$ cat src/hw/btac_config_pkg.sv
package btac_config_pkg;

  // every address in the cache is a full byte address.
  localparam int pc_width = 32;

  // direct-mapped target buffer.
  localparam int btb_entries = 32;
  localparam int btb_index_width = $clog2(btb_entries);

  // counter table, indexed one bit wider than the buffer.
  localparam int bht_entries = 64;
  localparam int bht_index_width = $clog2(bht_entries);

  // instructions are word aligned, so both indexes start at pc bit 2.
  localparam int index_lsb = 2;
  localparam int btb_index_msb = index_lsb + btb_index_width - 1;
  localparam int bht_index_msb = index_lsb + bht_index_width - 1;

  // 2-bit saturating counters; 1 is weakly not taken.
  localparam int counter_width = 2;
  localparam int counter_reset = 1;
  localparam int counter_max = 3;

  // step between sequential instructions.
  localparam int pc_step = 4;

endpackage

$ cat src/hw/btac_types_pkg.sv
package btac_types_pkg;

  import btac_config_pkg::*;

  typedef logic [pc_width-1:0] pc_t;
  typedef logic [btb_index_width-1:0] btb_index_t;
  typedef logic [bht_index_width-1:0] bht_index_t;
  typedef logic [counter_width-1:0] counter_t;

  // one lookup presented by fetch.
  typedef struct packed {
    logic valid;
    pc_t pc;
  } fetch_req_t;

  // prediction returned to fetch one cycle after the lookup.
  typedef struct packed {
    logic valid;
    logic taken;
    pc_t baddr;
    pc_t taddr;
  } fetch_pred_t;

  // a branch resolved in execute, with the prediction it was fetched under.
  typedef struct packed {
    logic valid;
    pc_t pc;
    logic taken;
    pc_t target;
    logic pred_taken;
    pc_t pred_taddr;
  } resolve_req_t;

  // redirect back to fetch.
  typedef struct packed {
    logic miss;
    pc_t maddr;
  } resolve_rsp_t;

  typedef struct packed {
    logic wen;
    btb_index_t waddr;
    pc_t tag;
    pc_t target;
  } btb_write_t;

  typedef struct packed {
    logic valid;
    pc_t tag;
    pc_t target;
  } btb_entry_t;

  typedef struct packed {
    logic wen;
    bht_index_t index;
    logic taken;
  } bht_update_t;

endpackage

$ cat src/hw/btb_store.sv
`timescale 1ns/1ps

module btb_store
  import btac_config_pkg::*, btac_types_pkg::*;
(
  input logic clock,
  input logic reset,
  input btb_write_t write,
  input btb_index_t raddr,
  output btb_entry_t rdata
);

  logic [btb_entries-1:0] valid;
  pc_t tag_array [btb_entries];
  pc_t target_array [btb_entries];

  // a cleared valid bit marks an entry as empty.
  always_ff @(posedge clock) begin
    if (!reset) begin
      valid <= '0;
    end else if (write.wen) begin
      valid[write.waddr] <= 1'b1;
    end
  end

  always_ff @(posedge clock) begin
    if (write.wen) begin
      tag_array[write.waddr] <= write.tag;
      target_array[write.waddr] <= write.target;
    end
  end

  // the read is combinational so lookup sees a write from the previous edge.
  assign rdata.valid = valid[raddr];
  assign rdata.tag = tag_array[raddr];
  assign rdata.target = target_array[raddr];

  // the write address comes from the registered resolve stage.
  assert property (@(posedge clock) disable iff (!reset)
    write.wen |-> !$isunknown(write.waddr))
    else $error("btb write address is unknown");

endmodule

$ cat src/hw/bht_store.sv
`timescale 1ns/1ps

module bht_store
  import btac_config_pkg::*, btac_types_pkg::*;
(
  input logic clock,
  input logic reset,
  input bht_update_t update,
  input bht_index_t raddr,
  output counter_t rdata
);

  counter_t counters [bht_entries];
  counter_t current;
  counter_t next_count;

  // saturating step of the counter selected by the update port.
  always_comb begin
    current = counters[update.index];
    next_count = current;
    if (update.taken && current != counter_t'(counter_max)) begin
      next_count = current + 1'b1;
    end else if (!update.taken && current != '0) begin
      next_count = current - 1'b1;
    end
  end

  always_ff @(posedge clock) begin
    if (!reset) begin
      for (int i = 0; i < bht_entries; i++) begin
        counters[i] <= counter_t'(counter_reset);
      end
    end else if (update.wen) begin
      counters[update.index] <= next_count;
    end
  end

  assign rdata = counters[raddr];

  // a taken update never wraps past counter_max and a not-taken one never wraps below zero.
  assert property (@(posedge clock) disable iff (!reset)
    update.wen |-> (update.taken ? next_count >= current : next_count <= current))
    else $error("bht counter update wrapped around");

endmodule

$ cat src/hw/btac_resolve.sv
`timescale 1ns/1ps

module btac_resolve
  import btac_config_pkg::*, btac_types_pkg::*;
(
  input logic clock,
  input logic reset,
  input logic clear,
  input resolve_req_t req,
  output resolve_rsp_t rsp,
  output btb_write_t btb_write,
  output bht_update_t bht_update
);

  logic valid_q;
  resolve_req_t req_q;
  logic dir_miss;
  logic target_miss;
  pc_t fallthrough;

  // a flush drops the resolve, so nothing is trained from it.
  always_ff @(posedge clock) begin
    if (!reset || clear) begin
      valid_q <= 1'b0;
    end else begin
      valid_q <= req.valid;
    end
  end

  always_ff @(posedge clock) begin
    req_q <= req;
  end

  // a taken branch predicted taken still misses when the target was wrong.
  assign dir_miss = req_q.taken != req_q.pred_taken;
  assign target_miss = req_q.taken && req_q.pred_taken &&
                       (req_q.target != req_q.pred_taddr);
  assign fallthrough = req_q.pc + pc_t'(pc_step);

  always_comb begin
    rsp = '0;
    if (valid_q) begin
      rsp.miss = dir_miss || target_miss;
      rsp.maddr = req_q.taken ? req_q.target : fallthrough;
    end
  end

  // only taken branches allocate a target; not-taken ones leave the entry alone.
  assign btb_write.wen = valid_q && req_q.taken;
  assign btb_write.waddr = req_q.pc[btb_index_msb:index_lsb];
  assign btb_write.tag = req_q.pc;
  assign btb_write.target = req_q.target;

  assign bht_update.wen = valid_q;
  assign bht_update.index = req_q.pc[bht_index_msb:index_lsb];
  assign bht_update.taken = req_q.taken;

  assert property (@(posedge clock) disable iff (!reset)
    rsp.miss |-> $past(req.valid && !clear))
    else $error("resolve miss without an accepted request");

endmodule

$ cat src/hw/btac_lookup.sv
`timescale 1ns/1ps

module btac_lookup
  import btac_config_pkg::*, btac_types_pkg::*;
(
  input logic clock,
  input logic reset,
  input logic clear,
  input fetch_req_t req,
  output fetch_pred_t pred,
  output btb_index_t btb_raddr,
  input btb_entry_t btb_rdata,
  output bht_index_t bht_raddr,
  input counter_t bht_rdata
);

  logic valid_q;
  pc_t pc_q;
  logic hit;

  always_ff @(posedge clock) begin
    if (!reset || clear) begin
      valid_q <= 1'b0;
    end else begin
      valid_q <= req.valid;
    end
  end

  always_ff @(posedge clock) begin
    pc_q <= req.pc;
  end

  // both tables are read from the registered pc, so a training write at
  // the same edge is already visible here.
  assign btb_raddr = pc_q[btb_index_msb:index_lsb];
  assign bht_raddr = pc_q[bht_index_msb:index_lsb];

  // the full pc is the tag, so aliasing pcs never hit each other's entry.
  assign hit = valid_q && btb_rdata.valid && (btb_rdata.tag == pc_q);

  always_comb begin
    pred = '0;
    if (valid_q) begin
      pred.valid = 1'b1;
      pred.taken = hit && bht_rdata[counter_width-1];
      pred.baddr = pc_q;
      pred.taddr = hit ? btb_rdata.target : '0;
    end
  end

  assert property (@(posedge clock) disable iff (!reset)
    pred.taken |-> pred.valid && $past(req.valid && !clear))
    else $error("taken prediction without an accepted lookup");

endmodule

$ cat src/hw/btac.sv
`timescale 1ns/1ps

module btac
  import btac_types_pkg::*;
(
  input logic clock,
  input logic reset,
  input logic clear,
  input fetch_req_t fetch_req,
  output fetch_pred_t fetch_pred,
  input resolve_req_t resolve_req,
  output resolve_rsp_t resolve_rsp
);

  btb_write_t btb_write;
  bht_update_t bht_update;
  btb_index_t btb_raddr;
  btb_entry_t btb_rdata;
  bht_index_t bht_raddr;
  counter_t bht_rdata;

  btac_resolve resolve_stage (
    .clock (clock),
    .reset (reset),
    .clear (clear),
    .req (resolve_req),
    .rsp (resolve_rsp),
    .btb_write (btb_write),
    .bht_update (bht_update)
  );

  btb_store btb (
    .clock (clock),
    .reset (reset),
    .write (btb_write),
    .raddr (btb_raddr),
    .rdata (btb_rdata)
  );

  bht_store bht (
    .clock (clock),
    .reset (reset),
    .update (bht_update),
    .raddr (bht_raddr),
    .rdata (bht_rdata)
  );

  btac_lookup lookup_stage (
    .clock (clock),
    .reset (reset),
    .clear (clear),
    .req (fetch_req),
    .pred (fetch_pred),
    .btb_raddr (btb_raddr),
    .btb_rdata (btb_rdata),
    .bht_raddr (bht_raddr),
    .bht_rdata (bht_rdata)
  );

endmodule

$ cat config.mk
export PLATFORM = sky130hd
export DESIGN_NAME = btac
export DESIGN_NICKNAME = d
export VERILOG_FILES = /design/src/hw/btac_config_pkg.sv /design/src/hw/btac_types_pkg.sv /design/src/hw/btb_store.sv /design/src/hw/bht_store.sv /design/src/hw/btac_resolve.sv /design/src/hw/btac_lookup.sv /design/src/hw/btac.sv
export SDC_FILE = /design/constraint.sdc
export NUM_CORES = 2
export LEC_CHECK = 0
export BUFFER_PORTS_ARGS = -buffer_cell sky130_fd_sc_hd__buf_2
export CAP_MARGIN = 5
export CORE_ASPECT_RATIO = 1.25
export CORE_MARGIN = 3
export CORE_UTILIZATION = 35
export DETAILED_ROUTE_END_ITERATION = 6
export HOLD_SLACK_MARGIN = 0.06
export SETUP_SLACK_MARGIN = 0.2
export SLEW_MARGIN = 10
export SYNTH_ARGS = -nofsm -noshare
export SYNTH_HDL_FRONTEND = slang
export SYNTH_SLANG_ARGS = --single-unit
$ cat constraint.sdc
create_clock -name clock -period 16.1 [get_ports clock]
set_input_delay 0 -clock clock [delete_from_list [all_inputs] [get_ports clock]]
set_output_delay 0 -clock clock [all_outputs]
set_load 0.01 [all_outputs]
======== Word-level counts from Yosys, hierarchy flattened ========
Memories as Yosys holds them, arrays and structs flattened. A register that Yosys moved wholly into a read port is not among the register bits.
Index checks and enable logic that the tools add are counted.
storage, ports and cells
  flip-flop bits (word level) ............. 164
  memory bits (writable) .................. 2176
  word-level logic and storage cells ...... 57
  memories kept ........................... 3
memories
  name              depth  width  read ports  clocked after memory_dff  wr ports  line             text
  btb.tag_array     32     32     1           1                         1         btb_store.sv:14  pc_t tag_array [btb_entries];
  btb.target_array  32     32     1           1                         1         btb_store.sv:15  pc_t target_array [btb_entries];
  bht.counters      64     2      2           2                         64        bht_store.sv:13  counter_t counters [bht_entries];
operators by class
  $add $sub $neg .......................... 3
  order comparisons ....................... 3
  eq/ne operators ......................... 4
  muxes and demuxes ....................... 19
  bitwise operators ....................... 1
  reduce and logical (&&, ||, !) cells .... 15
operator list
  kind                                                                number
  2-to-1 mux 66 bit                                                   1
  2-to-1 mux 32 bit                                                   2
  2-to-1 mux 33 bit                                                   1
  adder 32 x 3 -> 32 bit (second input constant)                      1
  equality test 32 bit                                                1
  != test 32 bit                                                      1
  OR 32 bit                                                           1
  less-than comparator 5 x 6 -> 1 bit (second input constant)         2
  logical AND 1 bit                                                   9
  2-to-1 mux 1 bit                                                    9
  2-to-1 mux 2 bit                                                    3
  2-to-1 mux 6 bit                                                    1
  binary-select mux 1 bit (select 5 bit)                              1
  demux 1 bit (select 5 bit)                                          1
  greater-or-equal comparator 5 x 1 -> 1 bit (second input constant)  1
  adder 2 x 1 -> 2 bit (second input constant)                        1
  logical NOT 1 bit                                                   2
  logical OR 1 bit                                                    2
  != test 2 bit (second input constant)                               1
  nonzero test 2 bit                                                  1
  OR reduction 2 bit                                                  1
  subtractor 2 x 1 -> 2 bit (second input constant)                   1
  != test 1 bit                                                       1

======== Depth between registers and ports, before layout ========
  depth in word-level cells ............... 6
  gate-level depth with buffers ........... 16

======== By module ========
From an unflattened synthesis, not the netlist that was laid out.
second synthesis, totals
  cells, all modules ...................... 4424
  area, all modules ....................... 92777.7 um2
modules (own cells, without submodules)
  module        instances  cells an instance  area an instance (um2)  sequential area each (um2)
  btb_store     1          3118               78828.1                 62139.6
  bht_store     1          700                7985.2                  3843.7
  btac_resolve  1          396                3981.3                  1981.9
  btac_lookup   1          210                1983.2                  660.6

======== Worst setup path after synthesis ========
Ideal clock, no wire load.
  path type ............................... reg2reg
  start ................................... register resolve_stage.req_q, in the netlist resolve_stage.bht_update[3]
  end ..................................... memory btb.tag_array[15][0] (netlist name) (enable)
  data arrival time ....................... 6.041 ns
  required time ........................... 15.533 ns
  path slack .............................. 9.492 ns
  stages on the path, launching flop included .. 6
  path buffers ............................ 3
  cell sequence ........................... dfxtp_1 -> buf_2 -> buf_4 -> buf_2 -> nand3_1 -> nor3_1
RTL lines
  item                    line                text
  from (decl)             btac_resolve.sv:16  resolve_req_t req_q;
  from (signal assigned)  btac_resolve.sv:31  req_q <= req;
  to (decl)               btb_store.sv:14
No word-level cell before the write port.

==> results_dict.tcl <==
set metrics [dict create \
    fin_area_mm2 0.107 \
    drtIter0Drc 5555 \
    routed_wl_um 276000 \
    crit_required_ns 16.10 \
    synth_xor_area_share_pct 0.920 \
    clock-sinks 2340 \
    grt_pass1_vias 49800 \
    critPathMaxFanout 99 \
    use_met3_pct 3.01 \
    core_mm2 0.259 \
    syn_area_mm2 0.0913 \
    skew_ns 0.108 \
    synth.avg_cell_area_um2 20.1 \
    finalCritPeriodShare_pct 46.6 \
    num_rows 209 \
    netlist-cell-type-count 73 \
    antenna_left 0 \
    synth.area.mux_share_pct 15.2 \
    wl_per_cell_um 31.2 \
    synth.most_common_cell "edfxtp_1" \
    vdd_drop_max_uv 92.9 \
    crit_type "reg2out" \
    place_hpwl_um 155000 \
    rsz0062_at_grt "no" \
    yosys.area.top_type "edfxtp_1" \
    cts_tree "done" \
    outcome "finished clean" \
    ios 234 \
    critical_path.startpoint_type "flip-flop" \
    via_per_inst 5.50 \
    fmax_ghz 0.133 \
    yosys_warnings 0 \
    synthAdderAreaFrac_pct 0.0960 \
    routabilityCongestion 0.793 \
    die-area_mm2 0.267 \
    grt_max_degree 137 \
    vias 48800 \
    setup_tns_ns 0 \
    setup_ws_ns 8.60 \
    ys_ff_latch 2340 \
    regArea_mm2 0.0687 \
    drc 0 \
    drive_gt1_share_pct 26.4 \
    synth_edf_count 2176 \
    cp-end-kind "output pin" \
    htreeDepth 4 \
    finalHoldViolations 0 \
    insertion_delay_ns 0.91 \
    post_cts_buffers 0 \
    dp_cells 8161 \
    dpl_cell_area_mm2 0.0970 \
    synthFlopType "edfxtp_1" \
    cts_buffers 237 \
    cap_violations 0 \
    yosys.area_share.simple_pct 4.64 \
    grtUsageTotal_pct 20.4 \
    slew_headroom_pct 19.2 \
    grt.met1_usage_pct 25.4 \
    fin_nets 5329 \
    start_util_pct 35.2 \
    netlist_top_cells_area "edfxtp_1 72%, mux4_2 14%, dfxtp_1 3.6%" \
    multiInputGateArea_mm2 0.0214 \
    maxSlewViolCount 0 \
    yosys-top-cells-count "2176 x edfxtp_1, 565 x mux4_2, 328 x nand2_1" \
    setup_violations 0 \
    tightest_slew_ns 1.21 \
    antenna_found_initial 9 \
    die_x_um 463 \
    dr.pass1.iters 6 \
    synth_top_family_by_area "multiplexers" \
    path_clk_slew_ns 0.06 \
    finalCriticalPeriod_ns 7.50 \
    cts.root.buffer_cell "clkbuf_16" \
    powerDensity_mw_per_mm2 119 \
    synth_nets 4677 \
    dp_worst_setup_slack_ns 9.29 \
    grt-ovfl-total 0 \
    synth_compound_area_share_pct 2.32 \
    seq_area_frac_synth_pct 75.2 \
    ys_async_sr_fraction_pct 0 \
    min_path_type "in2reg" \
    cts_buffer_depth 4 \
    gr-usage-met2_pct 35.6 \
    grt_pass1_wl_um 386000 \
    fp.dieH_um 577 \
    synth_top_area_share_pct 71.6 \
    arrival_ns 7.50 \
    io_buffers 233 \
    area_growth_pct 17.3 \
    n_fill_cell 22900 \
    busiest_layer "met2" \
    netlist_instances 4535 \
    finalNonFillerCells 8870 \
    p_leak_nw 34.1 \
]
## report_power, final
group	internal (mW)	switching, mW	leakage, nW	total (mW)
logic	0.282	0.439	9.66	0.721
registers	6.67	0.0484	20.9	6.72
clock network	2.96	2.34	3.58	5.31
## stage by stage
step                hold WS (ns)  utilization [%]  total power [mW]
finish                     0.225             41.3              12.7
global route               0.204             41.3              13.1
floorplan                 0.0277                -              7.25
CTS                        0.140             41.2              12.8
detailed placement         0.103             37.4              7.53
global placement           0.102             37.4              7.52
## registers in the layout, summed over array words and instances, names as in the netlist, 7 cells and up
| signal | count |
|---|---|
| btb.tag_array | 1024 |
| btb.target_array | 1024 |
| bht.counters | 128 |
| resolve_stage.btb_write | 58 |
| resolve_stage.req_q | 33 |
| btb.valid | 32 |
| lookup_stage.pc_q | 32 |
| resolve_stage.bht_update | 7 |
## repair_timing
action                                  4_1_cts  5_1_grt
gates resized for setup                       0        0
endpoints found under the setup margin        0        0
hold endpoints to repair                    227        0
hold buffers                                268        0
## cell families (layout without fill, tap and decap cells)
family	after synthesis	after routing
compound gates	296	296
xor+xnor	95	95
fa+ha+maj	7	7
buf+inv	276	1119
flops	2340	2340
mux	679	679
other cells	0	11
simple gates	842	842
## critical path: stages (launching register included)
cell and delay, ns:
dfxtp_4 0.66, buf_4 0.68, buf_4 0.81, buf_12 0.66, buf_4 0.92, mux4_2 0.60, a31oi_1 0.24, nor3_1 0.07
o21ai_0 0.27, o32ai_1 0.16, nand4_4 0.12, buf_4 0.61, nor4_1 0.14, buf_4 0.21, buf_2 0.15
## area by class of cell
type | count | area share (%)
Antenna cell | 11 | 0.0257
Clock buffer | 294 | 5.83
Clock inverter | 136 | 1.00
Inverter | 16 | 0.0631
Multi-Input combinational cell | 1919 | 20.0
Sequential cell | 2340 | 64.1
Tap cell | 3481 | 4.07
Timing Repair Buffer | 673 | 4.85
## layer usage
| layer | vias up | share of wire, % |
|---|---|---|
| met5 | - | 0 |
| met4 | 0 | 4.5 |
| met3 | 475 | 6.5 |
| met2 | 2048 | 51 |
| met1 | 26400 | 38 |
| li1 | 19800 | - |
## cells in the final DEF (no fill, tap or decap), types with 62 or more instances in the layout
cell	netlist	final
and2_1	68	68
buf_2	78	233
buf_4	34	168
clkbuf_16	0	240
dfxtp_1	164	149
dlygate4sd3_1	0	268
edfxtp_1	2176	2176
mux2i_1	95	95
mux4_2	565	565
nand2_1	328	328
nand3_1	97	97
nor2_1	139	108
xnor2_1	62	62
## path summary, 6_finish.rpt
kind	end	slack, ns	depth (start not counted)	from
worst max-delay path	fetch_pred[0]	8.60	14	lookup_stage.pc_q[2]$_DFF_P_
worst min-delay path	bht.counters[5][1]$_SDFFCE_PN0P_	0.23	3	reset
worst max register to register	btb.tag_array[6][23]$_DFFE_PP_	10.75	6	resolve_stage.bht_update[2]$_DFF_P_
worst min register to register	btb.valid[14]$_SDFFE_PN0P_	0.46	1	btb.valid[14]$_SDFFE_PN0P_
(Power assumes the default switching activity.)
